$ cat src/cpx_pkg.sv
`default_nettype none

package cpx_pkg;

  ////////////////////////////////////////
  // Widths and memory map
  ////////////////////////////////////////

  localparam int HALF_W    = 16;          // One signed component
  localparam int DATA_W    = 2 * HALF_W;  // {real, imag}, real on top
  localparam int ADDR_W    = 8;
  localparam int MEM_DEPTH = 1 << ADDR_W; // 256 words

  // First address written by a load burst
  localparam logic [ADDR_W-1:0] LOAD_BASE = '0;

  localparam int OP_W  = 8;
  localparam int IMM_W = 8;               // Signed immediate per half

  // RAM read path, latch plus output register
  localparam int RD_LAT = 2;

  ////////////////////////////////////////
  // Instruction word
  ////////////////////////////////////////

  typedef enum logic [OP_W-1:0] {
    OP_ADD = 8'h01, // a + b per component
    OP_SUB = 8'h02, // a - b per component
    OP_MUL = 8'h03, // Scaled complex product
    OP_SET = 8'h04  // Immediate to dst
  } opcode_e;

  // Opcode on top and dst at the bottom in both views
  typedef union packed {
    struct packed {
      opcode_e           opcode;
      logic [ADDR_W-1:0] src2;   // Operand b
      logic [ADDR_W-1:0] src1;   // Operand a
      logic [ADDR_W-1:0] dst;
    } alu;
    struct packed {
      opcode_e                  opcode;
      logic signed [IMM_W-1:0]  imm_re;
      logic signed [IMM_W-1:0]  imm_im;
      logic [ADDR_W-1:0]        dst;
    } imm;
  } inst_u;

endpackage

`default_nettype wire

$ cat src/inst_decoder.sv
`timescale 1ns/1ns
`default_nettype none

// Instruction decoder
// Turns an instruction strobe into RAM read addresses and an op word
// that reaches the ALU in the same cycle as the operands
module inst_decoder (
  input  wire logic                        clk,
  input  wire logic                        rst,
  input  wire logic                        inst_v,
  input  wire cpx_pkg::inst_u              inst,
  output logic      [cpx_pkg::ADDR_W-1:0]  raddr_a,
  output logic      [cpx_pkg::ADDR_W-1:0]  raddr_b,
  output logic                             rden,
  output logic                             op_v,
  output cpx_pkg::opcode_e                 op,
  output logic      [cpx_pkg::ADDR_W-1:0]  dst,
  output logic      [cpx_pkg::DATA_W-1:0]  imm
);

  import cpx_pkg::*;

  // Address register plus RAM latency
  localparam int DEPTH = RD_LAT + 1;

  logic [DATA_W-1:0] imm_ext;             // Immediate view, widened
  logic [DEPTH-1:0]  vld_pipe;            // Op valid per stage
  opcode_e           op_pipe  [DEPTH];
  logic [ADDR_W-1:0] dst_pipe [DEPTH];
  logic [DATA_W-1:0] imm_pipe [DEPTH];

  ////////////////////////////////////////
  // Immediate decode
  ////////////////////////////////////////

  // Each 8 bit immediate sign extended into its own half
  assign imm_ext = {
    {(HALF_W-IMM_W){inst.imm.imm_re[IMM_W-1]}}, inst.imm.imm_re,
    {(HALF_W-IMM_W){inst.imm.imm_im[IMM_W-1]}}, inst.imm.imm_im
  };

  ////////////////////////////////////////
  // Read addresses
  ////////////////////////////////////////

  // Source fields come from the alu view
  always_ff @(posedge clk) begin
    if (inst_v) begin
      raddr_a <= inst.alu.src1;
      raddr_b <= inst.alu.src2;
    end
  end

  // Latch enable needed one cycle after the address register
  assign rden = |vld_pipe[RD_LAT-1:0];

  ////////////////////////////////////////
  // Op delay line
  ////////////////////////////////////////

  always_ff @(posedge clk) begin
    if (rst) begin
      vld_pipe <= '0;
    end else begin
      vld_pipe[0] <= inst_v;
      for (int i = 1; i < DEPTH; i++) begin
        vld_pipe[i] <= vld_pipe[i-1];
      end
    end
  end

  // Payload follows the valid bit, no reset
  always_ff @(posedge clk) begin
    op_pipe[0]  <= inst.alu.opcode; // Same field in both views
    dst_pipe[0] <= inst.alu.dst;
    imm_pipe[0] <= imm_ext;
    for (int i = 1; i < DEPTH; i++) begin
      op_pipe[i]  <= op_pipe[i-1];
      dst_pipe[i] <= dst_pipe[i-1];
      imm_pipe[i] <= imm_pipe[i-1];
    end
  end

  // Last stage lines up with dout_a and dout_b
  assign op_v = vld_pipe[DEPTH-1];
  assign op   = op_pipe[DEPTH-1];
  assign dst  = dst_pipe[DEPTH-1];
  assign imm  = imm_pipe[DEPTH-1];

endmodule

`default_nettype wire

$ cat config.mk
export PLATFORM = sky130hd
export DESIGN_NAME = inst_decoder
export DESIGN_NICKNAME = d
export VERILOG_FILES = /design/src/cpx_pkg.sv /design/src/inst_decoder.sv
export SDC_FILE = /design/constraint.sdc
export NUM_CORES = 1
export LEC_CHECK = 0
export BUFFER_PORTS_ARGS = -buffer_cell sky130_fd_sc_hd__clkbuf_2
export CORE_MARGIN = 2
export CORE_UTILIZATION = 47
export DETAILED_ROUTE_END_ITERATION = 16
export PLACE_DENSITY = 0.82
export SETUP_SLACK_MARGIN = 0.15
export SLEW_MARGIN = 5
export SYNTH_ARGS = -nofsm -noshare
export SYNTH_HDL_FRONTEND = slang
export SYNTH_SLANG_ARGS = --single-unit
$ cat constraint.sdc
create_clock -name clk -period 1.1 [get_ports clk]
set_clock_uncertainty 0.2 [all_clocks]
set_input_delay 0.22 -clock clk [delete_from_list [all_inputs] [get_ports clk]]
set_output_delay 0.22 -clock clk [all_outputs]
set_load 0.03 [all_outputs]
==> flow_summary.toml <==
[clock_network]
clk_latency_ns = 0.48
cts_tree = "yes"
htree_num_levels = 4
postCtsHoldBufs = 33
clkTransAtPathRegs_ns = 0.05
cts_made_buffers = 17
clock_sinks = 115
cts_root_buffer = "clkbuf_8"
clock_path_buffers = 2

[drt]
route.antenna.remaining_nets = 0
drc = 0
vias = 1441
first_pass_iters = 4
routed_via_density = 3.97
wl_um = 5250
drt_iter0_markers = 24
post_drt_wl_per_cell_um = 14.5

[status]
status = "finished with violations"
violations = "negative hold slack, negative setup slack"

[timing]
finalMaxSlewViolations = 0
rsz0062_at_grt = "yes"
fmax_mhz = 623
worst_pin_slew_ns = 0.266
hold_slack_ns = -0.0841
finalSetupViolations = 66
period_needed_ns = 1.60
hold_viol = 17
timing.final.ws_setup_ns = -0.504
period_share_pct = 146
slew_headroom_pct = 82.3

[final_layout]
diodes = 0
drive_gt1_share_pct = 59.0
area_delta_synth_final_pct = 66.4
fin_nets = 310
stdcell_count = 363
final_cell_area_sq_um = 4740

[flow_run]
cap_violations = 0

[synthesis]
synth_top_family_by_area = "buffers and inverters"
yosys.area_share.xor_xnor_pct = 0
synthAdderAreaFrac_pct = 0
synth_simple_gate_area_share_pct = 0.879
postSynthAreaPerCell_sq_um = 17.1
synth.area.mux_share_pct = 0
postSynthCellCount = 167
synth_area_sq_um = 2850
synth_compound_area_share_pct = 0
ys_ff_latch = 115
syn-num-nets = 202
ys_seq_area_share_pct = 86.5
yosysUniqueCellTypes = 5
yosys_warnings = 0

[power_and_ir_drop]
p_switching_mw = 2.34
powerDensity_nw_per_um2 = 2270
peakVddDrop_v = 0.00146
clkPwrFrac_pct = 48.8
leakage_nw = 2.09
p_comb_share_pct = 8.3
switching_share_pct = 21.7
p_int_mw = 8.43
pwr-share-seq_pct = 42.9

[worst_setup_path]
required_ns = 0.68
path_cells = "or2_4 -> buf_8"
slowest_delay_ns = 0.32
path_max_fanout = 2
end_kind = "output port"
cp.arrival_ns = 1.18
cp-start-kind = "register"
critPathKind = "register to output port"
slowest_stage = "dfxtp_2"
r2r_cells = 1

[grt]
antenna_found_initial = 0
overflow = 0
grt_first_pass_wirelength_um = 7250
grt_max_degree = 17
grt_pass1_vias = 1527
grt_usage_pct = 15.9

[die]
die_w_um = 81.8
dieArea_sq_um = 6700
die_y_um = 81.8
core_area_sq_um = 5890
pin_count = 101
start_util_pct = 48.4
rows = 28

[placement]
numPlacedInstances = 296
io_buffers = 100
gp_congestion = 0.648
placed_area_sq_um = 3120

[worst_hold_path]
hold_path_class = "input pin to register"
min_path_cells = 2
==> layout make-up <==
cell class              instances  area, sq um
flip-flops and latches        115         2510
multi-input cells               4         27.5
fillers                       315         1150
repair buffers                137         1510
well taps                      75         93.8
clock buffers                  23          543
clock inverters                 9         60.1
==> stage by stage <==
step	utilization [%]	hold slack (ns)	TNS, ns	power, mW	setup slack, ns
6_report	80.5	-0.0841	-21.40	10.8	-0.504
5_1_grt	80.5	-0.101	-24.51	11.1	-0.545
4_1_cts	79.0	-0.122	-23.44	10.8	-0.535
3_5_place_dp	53.0	0.112	-0.0156	5.19	-0.0156
3_3_place_gp	53.0	0.110	-0.0124	5.17	-0.0124
2_1_floorplan	-	0.0477	0	5.10	0.115
==> final timing paths <==
path                    end  slack [ns]      startpoint
max                    rden       -0.50     vld_pipe[1]
min              raddr_b[6]       -0.08          inst_v
max reg2reg     vld_pipe[1]        0.36     vld_pipe[0]
min reg2reg  op_pipe[0][23]        0.12  op_pipe[0][15]
==> registers in the layout, summed over array words and instances, names as in the netlist <==
register / cells
vld_pipe: 3
raddr_a: 8
dst_pipe: 24
op_pipe: 24
raddr_b: 8
imm_pipe: 48
==> kinds of logic after synthesis <==
group         after synthesis
simple gates                4
flops                     115
buf+inv                    48
==> synth_stat cells (all sizes together) <==
| cell type | count | share of area, % |
|---|---|---|
| nor2b | 3 | 0.66 |
| dfxtp | 99 | 70 |
| or2 | 1 | 0.22 |
| edfxtp | 16 | 17 |
| buf | 48 | 13 |
==> layer usage <==
layer | global-route usage, % | up-vias | wire length (um)
met4 | 7.50 | 0 | 19
met2 | 28.7 | 66 | 2990
met3 | 9.12 | 2 | 399
li1 | - | 699 | -
met1 | 13.9 | 674 | 1840
met5 | 0 | - | 0
==> power by group through the flow <==
stage          Clock (mW)  Sequential, mW  Combinational, mW
5_1_grt              5.55            4.64              0.934
6_report             5.25            4.62              0.897
3_3_place_gp            0            4.64              0.528
3_5_place_dp            0            4.66              0.531
4_1_cts              5.33            4.60              0.827
2_1_floorplan           0            4.75              0.353
==> cells in the final DEF, fill, tap and decap left out <==
| cell type | n |
|---|---|
| clkbuf_16 | 21 |
| dlygate4sd3_1 | 33 |
| buf_12 | 1 |
| clkinvlp_4 | 1 |
| clkinv_4 | 3 |
| clkbuf_2 | 34 |
| buf_4 | 1 |
| clkinv_2 | 4 |
| buf_6 | 4 |
| nor2b_1 | 3 |
| dfxtp_1 | 65 |
| buf_8 | 41 |
| inv_4 | 1 |
| dfxtp_2 | 32 |
| or2_4 | 1 |
| clkbuf_1 | 1 |
| edfxtp_1 | 16 |
| dfxtp_4 | 2 |
| clkbuf_8 | 24 |
==> repair_timing <==
item | 4_1_cts | 5_1_grt
buffers inserted | 0 | 2
hold endpoints to repair | 67 | 17
endpoints found under the setup margin | 66 | 66
gates resized for setup | 156 | 55
==> worst max-delay path, delay by kind of cell, from the launching register on <==
| family | cells | cell delay [ns] |
|---|---|---|
| AND/OR/NAND/NOR | 1 | 0.25 |
| buffers and inverters | 1 | 0.14 |
| flip-flops | 1 | 0.32 |
(Power assumes the default switching activity.)
