[config.mk]
export PLATFORM = sky130hd
export DESIGN_NAME = cpx_alu
export DESIGN_NICKNAME = d
export VERILOG_FILES = /design/src/cpx_pkg.sv /design/src/cpx_alu.sv
export SDC_FILE = /design/constraint.sdc
export NUM_CORES = 2
export LEC_CHECK = 0
export ABC_AREA = 1
export BUFFER_PORTS_ARGS = -buffer_cell sky130_fd_sc_hd__buf_4
export CAP_MARGIN = 15
export CORE_UTILIZATION = 55
export CTS_BUF_LIST = sky130_fd_sc_hd__clkbuf_4 sky130_fd_sc_hd__clkbuf_8
export CTS_CLUSTER_SIZE = 12
export DETAILED_ROUTE_END_ITERATION = 16
export PLACE_DENSITY = 0.72
export SYNTH_ARGS = -nofsm -noshare
export SYNTH_HDL_FRONTEND = slang
export SYNTH_SLANG_ARGS = --single-unit
export TNS_END_PERCENT = 100
[constraint.sdc]
create_clock -name clk -period 11.1 [get_ports clk]
set_input_delay 1.665 -clock clk [delete_from_list [all_inputs] [get_ports clk]]
set_output_delay 1.665 -clock clk [all_outputs]
set_load 0.02 [all_outputs]
[src/cpx_pkg.sv]
`default_nettype none

package cpx_pkg;

  ////////////////////////////////////////
  // Widths and memory map
  ////////////////////////////////////////

  localparam int HALF_W    = 16;          // One signed component
  localparam int DATA_W    = 2 * HALF_W;  // {real, imag}, real on top
  localparam int ADDR_W    = 8;
  localparam int MEM_DEPTH = 1 << ADDR_W; // 256 words

  // First address written by a load burst
  localparam logic [ADDR_W-1:0] LOAD_BASE = '0;

  localparam int OP_W  = 8;
  localparam int IMM_W = 8;               // Signed immediate per half

  // RAM read path, latch plus output register
  localparam int RD_LAT = 2;

  ////////////////////////////////////////
  // Instruction word
  ////////////////////////////////////////

  typedef enum logic [OP_W-1:0] {
    OP_ADD = 8'h01, // a + b per component
    OP_SUB = 8'h02, // a - b per component
    OP_MUL = 8'h03, // Scaled complex product
    OP_SET = 8'h04  // Immediate to dst
  } opcode_e;

  // Opcode on top and dst at the bottom in both views
  typedef union packed {
    struct packed {
      opcode_e           opcode;
      logic [ADDR_W-1:0] src2;   // Operand b
      logic [ADDR_W-1:0] src1;   // Operand a
      logic [ADDR_W-1:0] dst;
    } alu;
    struct packed {
      opcode_e                  opcode;
      logic signed [IMM_W-1:0]  imm_re;
      logic signed [IMM_W-1:0]  imm_im;
      logic [ADDR_W-1:0]        dst;
    } imm;
  } inst_u;

endpackage

`default_nettype wire

[src/cpx_alu.sv]
`timescale 1ns/1ns
`default_nettype none

// One stage complex ALU
// Words are {real, imag}, 16 bit signed halves, sums wrap
module cpx_alu #(
  parameter int MUL_SHIFT = 15 // Fraction bits dropped after MUL
) (
  input  wire logic                        clk,
  input  wire logic                        rst,
  input  wire logic                        op_v,
  input  wire cpx_pkg::opcode_e            op,
  input  wire logic [cpx_pkg::ADDR_W-1:0]  dst,
  input  wire logic [cpx_pkg::DATA_W-1:0]  imm,
  input  wire logic [cpx_pkg::DATA_W-1:0]  src_a,
  input  wire logic [cpx_pkg::DATA_W-1:0]  src_b,
  output logic                             wb_v,
  output logic      [cpx_pkg::ADDR_W-1:0]  wb_addr,
  output logic      [cpx_pkg::DATA_W-1:0]  wb_data
);

  import cpx_pkg::*;

  // Components sign extended to product width
  logic signed [2*HALF_W-1:0] ar, ai, br, bi;
  logic signed [2*HALF_W-1:0] p_rr, p_ii, p_ri, p_ir; // Partial products
  logic signed [2*HALF_W:0]   m_re, m_im;             // One guard bit
  logic signed [2*HALF_W:0]   m_re_sh, m_im_sh;
  logic        [DATA_W-1:0]   result;

  assign ar = {{HALF_W{src_a[DATA_W-1]}}, src_a[DATA_W-1 -: HALF_W]};
  assign ai = {{HALF_W{src_a[HALF_W-1]}}, src_a[HALF_W-1:0]};
  assign br = {{HALF_W{src_b[DATA_W-1]}}, src_b[DATA_W-1 -: HALF_W]};
  assign bi = {{HALF_W{src_b[HALF_W-1]}}, src_b[HALF_W-1:0]};

  ////////////////////////////////////////
  // Complex multiply
  ////////////////////////////////////////

  assign p_rr = ar * br;
  assign p_ii = ai * bi;
  assign p_ri = ar * bi;
  assign p_ir = ai * br;

  // Full width difference and sum
  assign m_re = {p_rr[2*HALF_W-1], p_rr} - {p_ii[2*HALF_W-1], p_ii};
  assign m_im = {p_ri[2*HALF_W-1], p_ri} + {p_ir[2*HALF_W-1], p_ir};

  assign m_re_sh = m_re >>> MUL_SHIFT; // Arithmetic, keeps the sign
  assign m_im_sh = m_im >>> MUL_SHIFT;

  ////////////////////////////////////////
  // Result select
  ////////////////////////////////////////

  always_comb begin
    result = '0;
    case (op)
      OP_ADD: result = {ar[HALF_W-1:0] + br[HALF_W-1:0],
                        ai[HALF_W-1:0] + bi[HALF_W-1:0]};
      OP_SUB: result = {ar[HALF_W-1:0] - br[HALF_W-1:0],
                        ai[HALF_W-1:0] - bi[HALF_W-1:0]};
      OP_MUL: result = {m_re_sh[HALF_W-1:0], m_im_sh[HALF_W-1:0]}; // Truncate
      OP_SET: result = imm;  // Already extended by the decoder
      default: result = '0;  // Unknown opcode writes zero
    endcase
  end

  // Write-back register
  always_ff @(posedge clk) begin
    if (rst) begin
      wb_v <= 1'b0;
    end else begin
      wb_v <= op_v; // One strobe per instruction
    end
  end

  always_ff @(posedge clk) begin
    if (op_v) begin
      wb_addr <= dst;
      wb_data <= result;
    end
  end

endmodule

`default_nettype wire

==> results_dict.tcl <==
set metrics [dict create \
    required_ns 11.22 \
    hold_buffers 0 \
    cts_buffers 5 \
    wl_um 125900 \
    die-width_um 287.0 \
    worst-path-buf-inv 7 \
    timing.critical_path.mode_cell "fa_1" \
    synth_edf_count 40 \
    fin_crit_ns 8.890 \
    grt_overflow 0 \
    grt_usage 0.3248 \
    syn_nets 7233 \
    cts.clk_slew.worst_paths_ns 0.10 \
    status "finished, final reports clean" \
    ys.flop_type "edfxtp_1" \
    drc 0 \
    via_per_inst 5.217 \
    setup_viol 0 \
    ctsResizeCount 0 \
    worstSetupPathType "in -> reg" \
    area_growth_pct 4.022 \
    grt_max_degree 42 \
    crit_arrival_ns 9.01 \
    h-tree-depth 2 \
    clockBufferDepth 2 \
    critPathCapture "wb_data[21]" \
    synth_warnings 0 \
    grt_pass1_wl_um 203900 \
    rows 104 \
    gp_congestion 0.9310 \
    synth_area_um2 44670 \
    maxCapViolCount 0 \
    endpoint_kind "register" \
    crit_slowest_cell "inv_1" \
    crit_chain "buf_4 -> nand2_1 -> inv_1 -> fa_1 -> inv_1 -> fa_1 -> inv_1 -> fa_1 -> inv_1 -> fa_1 -> fa_1 -> fa_1 -> fa_1 -> inv_1 -> fa_1 -> inv_1 -> ha_1 -> a21oi_1 -> o21ai_0 -> a21oi_1 -> nand3_1 -> or2_2 -> nand3_1 -> nand3_1" \
    worstSetupStartpoint "src_b[0]" \
    drive_above_1_share 0.03848 \
    final.setup.worst_slack_ns 2.210 \
    finalNetCount 7174 \
    hpwl_um 96100 \
    cp_max_fo 20 \
    fmax_ghz 0.1125 \
    slew_violations 0 \
    slowest_delay_ns 0.63 \
    io_buffers 155 \
    wl_per_cell_um 18.86 \
    core-area_um2 80420 \
    final.setup.tns_ns 0 \
    die_area_um2 82350 \
    avgSynthCellArea_um2 7.876 \
    fillCellCount 7491 \
    fin_crit_sh 0.8009 \
    start_kind "input port" \
    io_pins 156 \
    cts_root_buf "clkbuf_8" \
    ys_types 54 \
    fin_cells 6674 \
    max-slew-margin-rel 0.3573 \
    dr.first_iter.drc_count 2910 \
    worstSetupPathDepth 24 \
    cp_top_family "adder cells" \
    antenna_found_initial 3 \
    postCtsSetupBuffers 0 \
    start_util 0.5554 \
    rsz0062_at_grt "false" \
    yosysSeqAreaShare 0.02734 \
    finalHoldWorstSlack_ns 1.440 \
    worst_pin_slew_ns 0.9629 \
    first_global_vias 37130 \
    hold_viol 0 \
    tritoncts "done" \
    die_h_um 287.0 \
    postSynthCellCount 5671 \
    ys_async_sr_fraction 0 \
    dp_cells 6665 \
    num_vias 34820 \
    drtAntennaViolNets 0 \
    hold_class "in -> reg" \
    yosys_register_bits 41 \
    dp_slack_ns 1.832 \
    numClockSinks 41 \
    first_pass_iters 6 \
]
[cells in the final DEF (no fill, tap or decap), types with 18 or more instances in the layout]
| cell | instances |
|---|---|
| inv_1 | 1888 |
| nand2_1 | 1366 |
| fa_1 | 1121 |
| ha_1 | 326 |
| nor2_1 | 170 |
| buf_4 | 166 |
| a21oi_1 | 114 |
| nand3_1 | 104 |
| o21ai_0 | 66 |
| edfxtp_1 | 40 |
| xor2_1 | 35 |
| nor3_1 | 25 |
| or2_1 | 18 |
[sequential cells by signal, summed over array words and instances, names as in the netlist]
signal / count
wb_addr: 8
wb_v: 1
wb_data: 32
[logic make-up (layout without fill, tap and decap cells)]
| logic type | Yosys count | after routing | synth area share |
|---|---|---|---|
| buffers and inverters | 2125 | 2067 | 0.1794 |
| adder cells (fa/ha/maj) | 1447 | 1447 | 0.5937 |
| AND/OR/NAND/NOR | 1749 | 1749 | 0.1563 |
| AO/OA/AOI/OAI | 256 | 256 | 0.03261 |
| XOR/XNOR | 53 | 53 | 0.01056 |
| other | 0 | 1 | 0 |
| flip-flops | 41 | 41 | 0.02734 |
[synth_stat cells (all sizes together), types with 5 or more instances]
library cell	number	area [um^2]
a21o	10	75.07
a21oi	115	586.8
a31oi	5	31.28
buf	55	244.0
clkbuf	177	664.4
edfxtp	40	1201
fa	1121	22440
ha	326	4079
inv	1893	7106
nand2	1371	5159
nand3	105	530.5
nand3b	11	82.58
nand4	14	93.84
nor2	175	674.4
nor3	28	155.2
o21a	5	37.54
o21ai	81	409.2
o21bai	11	82.58
o31ai	5	37.54
or2	37	231.5
xnor2	18	165.2
xor2	35	306.5
[per-stage QoR]
step / cell area [um^2] / util
6_report: 46460 / 0.5778
5_1_grt: 46460 / 0.5778
4_1_cts: 46460 / 0.5777
3_5_place_dp: 46350 / 0.5763
3_3_place_gp: 46350 / 0.5763
2_1_floorplan: 44670 / -
[how the worst min path moves through the flow]
| stage | start | endpoint | cells past startpoint | slack (ns) |
|---|---|---|---|---|
| 3_5_place_dp | rst | wb_v | 2 | 1.82 |
| 2_1_floorplan | rst | wb_v | 1 | 1.74 |
| 3_3_place_gp | rst | wb_v | 2 | 1.82 |
| 4_1_cts | rst | wb_v | 2 | 1.42 |
| 6_report | rst | wb_v | 2 | 1.44 |
| 5_1_grt | rst | wb_v | 2 | 1.44 |
[routing by layer]
| layer | share of wire | GRT usage |
|---|---|---|
| met1 | 0.40 | 0.4443 |
| met2 | 0.47 | 0.5333 |
| met3 | 0.082 | 0.03722 |
| met4 | 0.043 | 0.1223 |
| met5 | 0.00021 | 0 |
[layout make-up]
class / instances / area [um^2] / share of cell area
diodes: 1 / 2.502 / 0.00005386
clock buffers: 5 / 68.82 / 0.001481
clock inverters: 3 / 46.29 / 0.0009964
inverters: 1893 / 7106 / 0.1529
multi-input cells: 3505 / 35450 / 0.7629
flip-flops and latches: 41 / 1221 / 0.02628
well taps: 1060 / 1326 / 0.02854
repair buffers: 166 / 1246 / 0.02682
Power is left out: the tool's default activity adds up to more than one toggle a clock period on the data nets, which glitch-free logic cannot reach.
